<file path="src/opreq_pkg.sv">
// Operand requester shared definitions
// VRF word and address geometry, command field types and FSM states

package opreq_pkg;

  //////////////////////////////////////////////////
  // VRF geometry
  //////////////////////////////////////////////////

  // One VRF word is a full 64-bit element slot
  localparam int unsigned ElenBits   = 64;
  // Word address, low bits pick the bank and the rest is the row
  localparam int unsigned VAddrWidth = 10;
  // Words held by one vector register in this lane
  localparam int unsigned RegWords   = 8;

  typedef logic [ElenBits-1:0]   elen_t;
  typedef logic [VAddrWidth-1:0] vaddr_t;

  //////////////////////////////////////////////////
  // Command fields
  //////////////////////////////////////////////////

  // Vector length in elements, 0 to 256
  typedef logic [8:0] vlen_t;
  // Architectural vector register index
  typedef logic [4:0] vreg_t;

  // Element width, a word holds 8, 4, 2 or 1 elements
  typedef enum logic [1:0] {
    EW8  = 2'd0,
    EW16 = 2'd1,
    EW32 = 2'd2,
    EW64 = 2'd3
  } eew_e;

  // Requester FSM states
  typedef enum logic {
    IDLE,
    REQUESTING
  } state_e;

endpackage

</file>
<file path="src/bank_req_if.sv">
// Bank request bundle of one operand requester
// Carries the word request level, its address and the per-bank grants

`timescale 1ns/10ps

interface bank_req_if #(
  parameter int unsigned NrBanks = 4
);
  import opreq_pkg::*;

  // Held high together with addr until a grant arrives
  logic               req;
  vaddr_t             addr;
  // One grant bit per bank, at most one set in a cycle
  logic [NrBanks-1:0] gnt;

  modport requester (
    output req,
    input  gnt
  );

  modport counter (
    output addr
  );

  modport arbiter (
    input  req,
    input  addr,
    output gnt
  );

endinterface

</file>
<file path="src/requester_fsm.sv">
// Operand requester control FSM
// Accepts read commands and raises word requests while the operand queue has room

`timescale 1ns/10ps

module requester_fsm #(
  parameter int unsigned NrBanks = 4
) (
  input  logic             clk_i,
  input  logic             rst_ni,
  // Read command
  input  logic             cmd_valid_i,
  input  opreq_pkg::eew_e  cmd_eew_i,
  input  opreq_pkg::vlen_t cmd_vl_i,
  output logic             cmd_ready_o,
  // Operand queue side
  input  logic             opq_ready_i,
  output logic             opq_cmd_valid_o,
  // Word counter side
  input  logic             last_i,
  output logic             load_o,
  bank_req_if.requester    breq
);
  import opreq_pkg::*;

  localparam int unsigned SumWidth = $bits(vlen_t) + 1;

  state_e state_d, state_q;

  logic [NrBanks-1:0]  bank_gnt;
  logic                gnt;
  logic                finishing;
  logic [1:0]          epw_log2;
  logic [3:0]          epw_m1;
  logic [SumWidth-1:0] vl_rounded;
  logic                has_words;

  // A grant from any bank serves the current word
  assign bank_gnt = breq.gnt;
  assign gnt      = |bank_gnt;

  // Last word leaves in this cycle
  assign finishing = (state_q == REQUESTING) && gnt && last_i;

  // Ready only answers a valid command
  assign cmd_ready_o = cmd_valid_i && ((state_q == IDLE) || finishing);

  // Zero-length commands round down to no words at all
  assign epw_log2   = 2'(EW64) - 2'(cmd_eew_i);
  assign epw_m1     = (4'd1 << epw_log2) - 4'd1;
  assign vl_rounded = SumWidth'(cmd_vl_i) + SumWidth'(epw_m1);
  assign has_words  = (vl_rounded >> epw_log2) != '0;

  assign load_o          = cmd_ready_o && has_words;
  assign opq_cmd_valid_o = load_o;

  // No request while the operand queue is full
  assign breq.req = (state_q == REQUESTING) && opq_ready_i;

  //////////////////////////////////////////////////
  // Next state
  //////////////////////////////////////////////////

  always_comb begin
    state_d = state_q;
    if (finishing) begin
      state_d = IDLE;
    end
    // Back-to-back command overrides the return to IDLE
    if (load_o) begin
      state_d = REQUESTING;
    end
  end

  always_ff @(posedge clk_i or negedge rst_ni) begin
    if (!rst_ni) begin
      state_q <= IDLE;
    end else begin
      state_q <= state_d;
    end
  end

endmodule

</file>
<file path="src/word_counter.sv">
// Operand word pointer
// Turns a command into a start address and word count, then walks the words

`timescale 1ns/10ps

module word_counter (
  input  logic             clk_i,
  input  logic             rst_ni,
  input  logic             load_i,
  // Command fields
  input  opreq_pkg::vreg_t cmd_vs_i,
  input  opreq_pkg::eew_e  cmd_eew_i,
  input  opreq_pkg::vlen_t cmd_vl_i,
  // One word was granted
  input  logic             step_i,
  output opreq_pkg::vlen_t words_o,
  output logic             last_o,
  bank_req_if.counter      breq
);
  import opreq_pkg::*;

  localparam int unsigned SumWidth = $bits(vlen_t) + 1;

  vaddr_t              addr_q;
  vlen_t               remaining_q;
  vaddr_t              start_addr;
  logic [1:0]          epw_log2;
  logic [3:0]          epw_m1;
  logic [SumWidth-1:0] vl_rounded;

  // Ceiling of vl over the elements per word
  assign epw_log2   = 2'(EW64) - 2'(cmd_eew_i);
  assign epw_m1     = (4'd1 << epw_log2) - 4'd1;
  assign vl_rounded = SumWidth'(cmd_vl_i) + SumWidth'(epw_m1);
  assign words_o    = vlen_t'(vl_rounded >> epw_log2);

  // Registers are laid out back to back in the word space
  assign start_addr = vaddr_t'(cmd_vs_i * RegWords);

  always_ff @(posedge clk_i or negedge rst_ni) begin
    if (!rst_ni) begin
      addr_q      <= '0;
      remaining_q <= '0;
    end else if (load_i) begin
      addr_q      <= start_addr;
      remaining_q <= words_o;
    end else if (step_i) begin
      addr_q      <= addr_q + vaddr_t'(1);
      remaining_q <= remaining_q - vlen_t'(1);
    end
  end

  assign last_o    = (remaining_q == vlen_t'(1));
  assign breq.addr = addr_q;

endmodule

</file>
<file path="src/bank_arbiter.sv">
// Round-robin arbiter of one VRF bank
// Picks among the operand reads and the write-back, and drives the bank port

`timescale 1ns/10ps

module bank_arbiter #(
  parameter  int unsigned NrBanks  = 4,
  parameter  int unsigned NrQueues = 2,
  parameter  int unsigned BankIdx  = 0,
  localparam int unsigned BankBits = $clog2(NrBanks),
  localparam int unsigned RowWidth = opreq_pkg::VAddrWidth - BankBits,
  localparam int unsigned TgtWidth = (NrQueues > 1) ? $clog2(NrQueues) : 1
) (
  input  logic                clk_i,
  input  logic                rst_ni,
  // Operand requesters
  bank_req_if.arbiter         breq [NrQueues],
  // Write-back port
  input  logic                wb_req_i,
  input  opreq_pkg::vaddr_t   wb_addr_i,
  input  opreq_pkg::elen_t    wb_wdata_i,
  output logic                wb_gnt_o,
  // VRF bank port
  output logic                vrf_req_o,
  output logic [RowWidth-1:0] vrf_addr_o,
  output logic                vrf_wen_o,
  output opreq_pkg::elen_t    vrf_wdata_o,
  output logic [TgtWidth-1:0] vrf_tgt_o
);
  import opreq_pkg::*;

  // Inputs 0 to NrQueues-1 are reads, the last one is the write-back
  localparam int unsigned NrIn     = NrQueues + 1;
  localparam int unsigned PtrWidth = $clog2(NrIn);

  vaddr_t [NrIn-1:0]   in_addr;
  logic   [NrIn-1:0]   in_valid;
  logic   [NrIn-1:0]   in_req;
  logic   [NrIn-1:0]   gnt_vec;
  logic [PtrWidth-1:0] rr_d, rr_q;
  logic [PtrWidth-1:0] win_idx;

  for (genvar q = 0; q < NrQueues; q++) begin : gen_queue_in
    assign in_addr[q]           = breq[q].addr;
    assign in_valid[q]          = breq[q].req;
    assign breq[q].gnt[BankIdx] = gnt_vec[q];
  end

  assign in_addr[NrQueues]  = wb_addr_i;
  assign in_valid[NrQueues] = wb_req_i;

  // Keep only the requests that target this bank
  for (genvar i = 0; i < NrIn; i++) begin : gen_bank_mask
    assign in_req[i] = in_valid[i] && (in_addr[i][BankBits-1:0] == BankBits'(BankIdx));
  end

  //////////////////////////////////////////////////
  // Round-robin pick
  //////////////////////////////////////////////////

  // Search starts at the pointer and wraps around once
  always_comb begin
    int unsigned idx;
    gnt_vec = '0;
    win_idx = rr_q;
    for (int unsigned i = 0; i < NrIn; i++) begin
      idx = 32'(rr_q) + i;
      if (idx >= NrIn) begin
        idx = idx - NrIn;
      end
      if (in_req[idx] && !(|gnt_vec)) begin
        gnt_vec[idx] = 1'b1;
        win_idx      = PtrWidth'(idx);
      end
    end
  end

  // Pointer moves just past the winner
  assign rr_d = (win_idx == PtrWidth'(NrIn - 1)) ? '0 : win_idx + PtrWidth'(1);

  always_ff @(posedge clk_i or negedge rst_ni) begin
    if (!rst_ni) begin
      rr_q <= '0;
    end else if (vrf_req_o) begin
      rr_q <= rr_d;
    end
  end

  //////////////////////////////////////////////////
  // Bank port, acknowledged in the same cycle
  //////////////////////////////////////////////////

  assign vrf_req_o   = |in_req;
  assign vrf_wen_o   = gnt_vec[NrQueues];
  assign wb_gnt_o    = gnt_vec[NrQueues];
  assign vrf_addr_o  = in_addr[win_idx][VAddrWidth-1:BankBits];
  assign vrf_wdata_o = vrf_wen_o ? wb_wdata_i : '0;
  // Queue index of the read, meaningless on a write
  assign vrf_tgt_o   = TgtWidth'(win_idx);

endmodule

</file>
<file path="src/operand_requester_top.sv">
// Operand requester for one lane of a banked VRF
// Per-queue read requesters and a round-robin arbiter in front of every bank

`timescale 1ns/10ps

module operand_requester_top #(
  parameter  int unsigned NrBanks  = 4,
  parameter  int unsigned NrQueues = 2,
  localparam int unsigned RowWidth = opreq_pkg::VAddrWidth - $clog2(NrBanks),
  localparam int unsigned TgtWidth = (NrQueues > 1) ? $clog2(NrQueues) : 1
) (
  input  logic                                  clk_i,
  input  logic                                  rst_ni,
  // Read commands, one per queue
  input  logic             [NrQueues-1:0]       cmd_valid_i,
  output logic             [NrQueues-1:0]       cmd_ready_o,
  input  opreq_pkg::vreg_t [NrQueues-1:0]       cmd_vs_i,
  input  opreq_pkg::eew_e  [NrQueues-1:0]       cmd_eew_i,
  input  opreq_pkg::vlen_t [NrQueues-1:0]       cmd_vl_i,
  // Operand queues
  input  logic             [NrQueues-1:0]       opq_ready_i,
  output logic             [NrQueues-1:0]       opq_cmd_valid_o,
  output opreq_pkg::vlen_t [NrQueues-1:0]       opq_cmd_words_o,
  output logic             [NrQueues-1:0]       operand_issued_o,
  // Write-back
  input  logic                                  wb_req_i,
  input  opreq_pkg::vaddr_t                     wb_addr_i,
  input  opreq_pkg::elen_t                      wb_wdata_i,
  output logic                                  wb_gnt_o,
  // VRF, one port per bank
  output logic             [NrBanks-1:0]                vrf_req_o,
  output logic             [NrBanks-1:0][RowWidth-1:0]  vrf_addr_o,
  output logic             [NrBanks-1:0]                vrf_wen_o,
  output opreq_pkg::elen_t [NrBanks-1:0]                vrf_wdata_o,
  output logic             [NrBanks-1:0][TgtWidth-1:0]  vrf_tgt_o
);

  bank_req_if #(.NrBanks(NrBanks)) breq [NrQueues] ();

  logic [NrQueues-1:0] q_last;
  logic [NrQueues-1:0] q_load;
  logic [NrQueues-1:0] q_issued;
  logic [NrBanks-1:0]  bank_wb_gnt;

  //////////////////////////////////////////////////
  // Requesters
  //////////////////////////////////////////////////

  for (genvar q = 0; q < NrQueues; q++) begin : gen_requester
    // A word leaves when any bank grants it
    assign q_issued[q] = |breq[q].gnt;

    requester_fsm #(
      .NrBanks(NrBanks)
    ) i_requester_fsm (
      .clk_i          (clk_i),
      .rst_ni         (rst_ni),
      .cmd_valid_i    (cmd_valid_i[q]),
      .cmd_eew_i      (cmd_eew_i[q]),
      .cmd_vl_i       (cmd_vl_i[q]),
      .cmd_ready_o    (cmd_ready_o[q]),
      .opq_ready_i    (opq_ready_i[q]),
      .opq_cmd_valid_o(opq_cmd_valid_o[q]),
      .last_i         (q_last[q]),
      .load_o         (q_load[q]),
      .breq           (breq[q])
    );

    word_counter i_word_counter (
      .clk_i   (clk_i),
      .rst_ni  (rst_ni),
      .load_i  (q_load[q]),
      .cmd_vs_i(cmd_vs_i[q]),
      .cmd_eew_i(cmd_eew_i[q]),
      .cmd_vl_i(cmd_vl_i[q]),
      .step_i  (q_issued[q]),
      .words_o (opq_cmd_words_o[q]),
      .last_o  (q_last[q]),
      .breq    (breq[q])
    );
  end

  assign operand_issued_o = q_issued;

  //////////////////////////////////////////////////
  // Bank arbiters
  //////////////////////////////////////////////////

  for (genvar b = 0; b < NrBanks; b++) begin : gen_bank
    bank_arbiter #(
      .NrBanks (NrBanks),
      .NrQueues(NrQueues),
      .BankIdx (b)
    ) i_bank_arbiter (
      .clk_i      (clk_i),
      .rst_ni     (rst_ni),
      .breq       (breq),
      .wb_req_i   (wb_req_i),
      .wb_addr_i  (wb_addr_i),
      .wb_wdata_i (wb_wdata_i),
      .wb_gnt_o   (bank_wb_gnt[b]),
      .vrf_req_o  (vrf_req_o[b]),
      .vrf_addr_o (vrf_addr_o[b]),
      .vrf_wen_o  (vrf_wen_o[b]),
      .vrf_wdata_o(vrf_wdata_o[b]),
      .vrf_tgt_o  (vrf_tgt_o[b])
    );
  end

  // Only the bank that the address selects can grant the write-back
  assign wb_gnt_o = |bank_wb_gnt;

endmodule

</file>
<file path="config.mk">
export PLATFORM = sky130hd
export DESIGN_NAME = operand_requester_top
export DESIGN_NICKNAME = d
export VERILOG_FILES = /design/src/opreq_pkg.sv /design/src/bank_req_if.sv /design/src/requester_fsm.sv /design/src/word_counter.sv /design/src/bank_arbiter.sv /design/src/operand_requester_top.sv
export SDC_FILE = /design/constraint.sdc
export NUM_CORES = 1
export LEC_CHECK = 0
export ABC_AREA = 1
export BUFFER_PORTS_ARGS = -buffer_cell sky130_fd_sc_hd__buf_4
export CAP_MARGIN = 20
export CORE_AREA = 3 3 171 173
export CTS_BUF_LIST = sky130_fd_sc_hd__clkbuf_16
export DETAILED_ROUTE_END_ITERATION = 8
export DIE_AREA = 0 0 174 176
export MAX_ROUTING_LAYER = met4
export PLACE_DENSITY = 0.58
export SLEW_MARGIN = 20
export SYNTH_ARGS = -nofsm -noshare
export SYNTH_HDL_FRONTEND = slang
export SYNTH_SLANG_ARGS = --single-unit
</file>
<file path="constraint.sdc">
create_clock -name clk_i -period 4.38 [get_ports clk_i]
set_input_delay 0.438 -clock clk_i [delete_from_list [all_inputs] [get_ports clk_i]]
set_output_delay 0.438 -clock clk_i [all_outputs]
set_load 0.005 [all_outputs]
</file>
Word level (Yosys, flattened, before mapping)
Index checks and enable logic that the tools add are counted.
Widths: inputs -> output; s select.
{"block": "classes", "shift": 4, "muxes": 112, "n_addsub": 34, "n_reduce_logical": 76, "magnitude_cmp": 40, "bitwise": 10, "eq_ne": 15}
{"operator": "$ge 32x1->1 const B", "count": 12}
{"operator": "$lt 32x3->1 const B", "count": 12}
{"operator": "$mux 32", "count": 12}
{"operator": "$ge 32x2->1 const B", "count": 8}
{"operator": "$mux 64", "count": 4}
{"operator": "$sub 32x2->32 const B", "count": 8}
{"operator": "$bmux 10 s2", "count": 4}
{"operator": "$mux 10", "count": 8}
{"operator": "$logic_and 1x1->1", "count": 42}
{"operator": "$mux 3", "count": 12}
{"operator": "$mux 9", "count": 4}
{"operator": "$reduce_or 3->1", "count": 12}
{"operator": "$mux 2", "count": 16}
{"operator": "$mux 1", "count": 28}
{"operator": "$bmux 1 s2", "count": 12}
{"operator": "$demux 1 s2", "count": 12}
{"operator": "$or 3x3->3", "count": 8}
{"operator": "$add 10x1->10 const B", "count": 2}
{"operator": "$add 9x4->10", "count": 2}
{"operator": "$eq 2x2->1 const B", "count": 10}
{"operator": "$reduce_bool 10->1", "count": 2}
{"operator": "$shr 10x2->10", "count": 2}
{"operator": "$eq 9x1->1 const B", "count": 2}
{"operator": "$sub 9x1->9 const B", "count": 2}
{"operator": "16 further kinds", "count": 55}
{"block": "word_totals", "regBits": 48, "in_bits": 113, "elab_cells": 301}

Depth between registers and ports, before layout
{"block": "logic_depth", "word_depth": 22, "ltp_mapped": 22, "mapped_depth_nobuf": 21}

Least setup slack after synthesis
Ideal clock, no wire load.
{"block": "synth_timing", "kind": "input-to-output", "startpoint": "in cmd_eew_i[1] (netlist name)", "endpoint": "out opq_cmd_valid_o[0]", "t_arrival_ps": 2748, "path_buffers": 2, "path_slack_ps": 1194, "stages": 19, "path_cell_list": "clkbuf_1 > nand2_1 > ha_1 > fa_1 > nand3_1 > nand3_1 > nand2_1 > nor3_1 > or2_2 > nand2_1 > nand2_1 > nand3_1 > nand2_1 > nand2_1 > nor2_1 > nand2_1 > nand3_4 > inv_1 > buf_4"}
{"block": "synth_via", "elab_chain_len": 7}
{"item": "start, declared", "line_no": "operand_requester_top.sv:18", "rtl": "input opreq_pkg::eew_e [NrQueues-1:0] cmd_eew_i,"}
{"item": "$sub 2x2->2 (*)", "line_no": "requester_fsm.sv:49", "rtl": "assign epw_log2 = 2'(EW64) - 2'(cmd_eew_i);"}
{"item": "$shl 1x2->4", "line_no": "requester_fsm.sv:50", "rtl": "assign epw_m1 = (4'd1 << epw_log2) - 4'd1;"}
{"item": "$sub 4x1->4", "line_no": "requester_fsm.sv:50"}
{"item": "$add 9x4->10", "line_no": "requester_fsm.sv:51", "rtl": "assign vl_rounded = SumWidth'(cmd_vl_i) + SumWidth'(epw_m1);"}
{"item": "$shr 10x2->10 (*)"}
{"item": "$reduce_bool 10->1 (*)", "line_no": "requester_fsm.sv:52", "rtl": "assign has_words = (vl_rounded >> epw_log2) != '0;"}
{"item": "$logic_and 1x1->1 (*)", "line_no": "requester_fsm.sv:54", "rtl": "assign load_o = cmd_ready_o && has_words;"}
{"item": "end, declared", "line_no": "operand_requester_top.sv:22", "rtl": "output logic [NrQueues-1:0] opq_cmd_valid_o,"}
Mark *: on every way between the ends. The rest lies on a longest branch, timed or not.

==> results.ini <==
[place]
place_congestion=0.983
io_buffers=437
dp_hpwl_mm=30.7
dp.cells=2163
placed_area_um2=11100

[worst_setup_path]
end_kind=output port
worstPathArrival_ps=3420
worstSetupPathType=reg2out
worst_ep_required_time_ps=3940
cp-start-kind=flop
critPathMaxFanout=11

[floorplan]
rows=61
die_h_um=176
start_util_pct=27.5
die_w_um=174
die-area_um2=30600
io_pins=438
coreArea_um2=27800

[global_route]
grt_max_degree=66
met2_usage_pct=37.6
grt_util_met1_pct=30.1
grt_pass1_vias=9245
top_usage_layer=met2
track_usage_pct=23.0
grt_use_met3_pct=2.77
grt_pass1_wl_mm=54.5
grt_antenna_before_repair=0
overflow=0

[yosys]
avgSynthCellArea_um2=5.42
syn_area_um2=7650
seq_area_frac_synth_pct=15.7
synth-seq-cells=48
yosys_warnings=0
ys_types=41
synth_cells=1412

[sta]
hold_viol=0
period_needed_ps=3860
slew_headroom_pct=53.9
rsz0062_at_grt=no
fin_setup_tns_ps=0
setup_viol=0
fmaxAchievable_mhz=259
slew_viol_final=0
worst_slew_pin_slew_ps=692
timing.hold.ws_ps=177
fin_skew_ps=5.30
finalCritPeriodShare_pct=88.0

[finish]
antenna_cells=0
area_growth_pct=47.6
final_layout_size_suffix_gt1_share_pct=28.2
layout.nets=1943
final_cell_area_um2=11300
final_cells=2171

[worst_hold_path]
hold_path.class=in2async

[power]
power_frac_seq_pct=7.7
switching_share_pct=55.2
comb_power_share_pct=88.8
power_leakage_uw=0.00673
worst_ir_drop_vdd_mv=0.807
p_per_area_nw_per_um2=1100
clkPwrFrac_pct=3.6
p_int_uw=5580
power.switching_uw=6880

[route]
viasPerCell=4.73
first_pass_iters=5
wl_per_cell_um=16.9
drtIter0Drc=866
via_count=10300
drc_errors=0
final_antenna_net_count=0
wl_mm=36.8

[clock_network]
cts-root-buf=clkbuf_16
clk_pin_slew_ps=70
cts_tree=yes
cts_buffers=5
cts.repair.resized=0
clock_latency_ps=300
clock-sinks=48
clk_path_buf_depth=2
cts_htree_levels=2
post_cts_buffers=0
ctsHoldBuffers=0

[run_status]
status=finished clean

[run]
max_cap_violations=0

## metrics by stage
step | worst slack [ps] | total power, uW | utilization [%]
6_report | 524 | 12500 | 40.6
3_3_place_gp | 905 | 12000 | 40.1
2_1_floorplan | 1190 | 7010 | -
4_1_cts | 571 | 12400 | 40.6
3_5_place_dp | 873 | 12000 | 40.1
5_1_grt | 229 | 13700 | 40.6
## kinds of logic (layout without fill, tap and decap cells)
group,Yosys count,after routing,synth area share (%)
xor+xnor,31,31,3.55
buf+inv,286,666,15.8
fa+ha+maj,38,38,6.41
compound gates,148,148,10.6
flops,48,48,15.7
simple gates,860,860,47.9
other cells,1,2,0.0490
## cell usage in the layout (no fill, tap or decap), drive strengths merged, types with 4 or more instances in the layout
cell type  count
buf          450
nand2        358
nor2         310
inv          205
nand3        127
o21ai         93
dfrtp         48
nand4         39
ha            36
a21oi         29
xor2          25
nor3          15
o211ai         8
or2            7
xnor2          6
o22ai          5
a31oi          5
clkinv         5
clkbuf         5
nand3b         4
## sequential cells by signal, summed over array words and instances, names as in the netlist
register and flops:
gen_bank.i_bank_arbiter.rr_q 8, gen_requester.i_requester_fsm.state_q 2, gen_requester.i_word_counter.breq.addr 20, gen_requester.i_word_counter.remaining_q 18
## synthesized netlist by cell type
cell type | instances | share of area (%)
nand2_1 | 346 | 17
nor2_1 | 304 | 15
inv_1 | 196 | 9.6
nand3_1 | 119 | 7.8
o21ai_0 | 87 | 5.7
dfrtp_1 | 48 | 16
nand4_1 | 39 | 3.2
ha_1 | 36 | 5.9
buf_2 | 29 | 1.9
a21oi_1 | 27 | 1.8
xor2_1 | 25 | 2.9
buf_4 | 23 | 2.3
clkbuf_1 | 23 | 1.1
nor3_1 | 15 | 0.98
inv_2 | 9 | 0.44
nand2_2 | 8 | 0.65
o211ai_1 | 8 | 0.79
or2_2 | 7 | 0.57
nand3_2 | 6 | 0.79
xnor2_1 | 6 | 0.69
a31oi_1 | 5 | 0.41
nor2_2 | 5 | 0.41
o21ai_1 | 5 | 0.33
o22ai_1 | 5 | 0.41
nand2_4 | 4 | 0.59
nand3b_1 | 4 | 0.39
clkinv_1 | 3 | 0.15
a21boi_0 | 2 | 0.20
a21oi_2 | 2 | 0.23
buf_6 | 2 | 0.29
fa_1 | 2 | 0.52
nand3_4 | 2 | 0.46
o21a_1 | 2 | 0.20
a32oi_1 | 1 | 0.11
buf_1 | 1 | 0.049
conb_1 | 1 | 0.049
nor2_4 | 1 | 0.15
o21ai_2 | 1 | 0.11
o21bai_2 | 1 | 0.15
o221ai_1 | 1 | 0.11
o31ai_1 | 1 | 0.098
## power groups by stage
stage / sequential [uW] / clock (uW) / combinational, uW
after global placement: 961 / 0 / 11000
after global routing: 987 / 465 / 12200
after CTS: 951 / 452 / 11000
after detailed placement: 956 / 0 / 11000
after floorplan: 877 / 0 / 6130
final: 954 / 444 / 11100
## final timing paths
kind,from,endpoint,slack [ps],cells after the start
max,gen_bank[1].i_bank_arbiter.rr_q[0],vrf_addr_o[15],520,18
min,rst_ni,gen_requester[1].i_word_counter.remaining_q[1],180,1
max reg2reg,gen_bank[1].i_bank_arbiter.rr_q[0],gen_requester[1].i_word_counter.breq.addr[6],1050,21
min reg2reg,gen_requester[1].i_word_counter.remaining_q[1],gen_requester[1].i_word_counter.remaining_q[1],540,2
max in group asynchronous,rst_ni,gen_requester[0].i_word_counter.remaining_q[7],3730,1
min in group clk_i,cmd_vs_i[1],gen_requester[0].i_word_counter.breq.addr[4],450,5
## worst max-delay path: stages, from the launching register on
cell	delay, ps
dfrtp_1	410
inv_1	100
ha_1	400
inv_1	130
nand2_1	60
a21oi_1	130
nor2_1	100
nand3_1	80
nand2_1	100
nor2_2	120
nand2_1	90
nor2_1	190
inv_1	90
nand2_1	60
nand2_1	200
a21oi_2	410
nand2_1	90
o21ai_0	170
buf_4	180
## area by class of cell
type	count	area (um^2)
Fill cell	3071	16500
Clock inverter	3	37.5
Timing Repair Buffer	450	3430
Tap cell	378	473
Clock buffer	5	125
Multi-Input combinational cell	1079	5250
Sequential cell	48	1200
Inverter	208	781
## per-layer routing
| metal | up-vias | share of wire (%) |
|---|---|---|
| met5 | - | 0 |
| met2 | 446 | 47 |
| met3 | 53 | 6.7 |
| met4 | 0 | 2.9 |
| met1 | 4622 | 43 |
| li1 | 5149 | - |
Note: power is estimated with default switching activity, not from simulation.
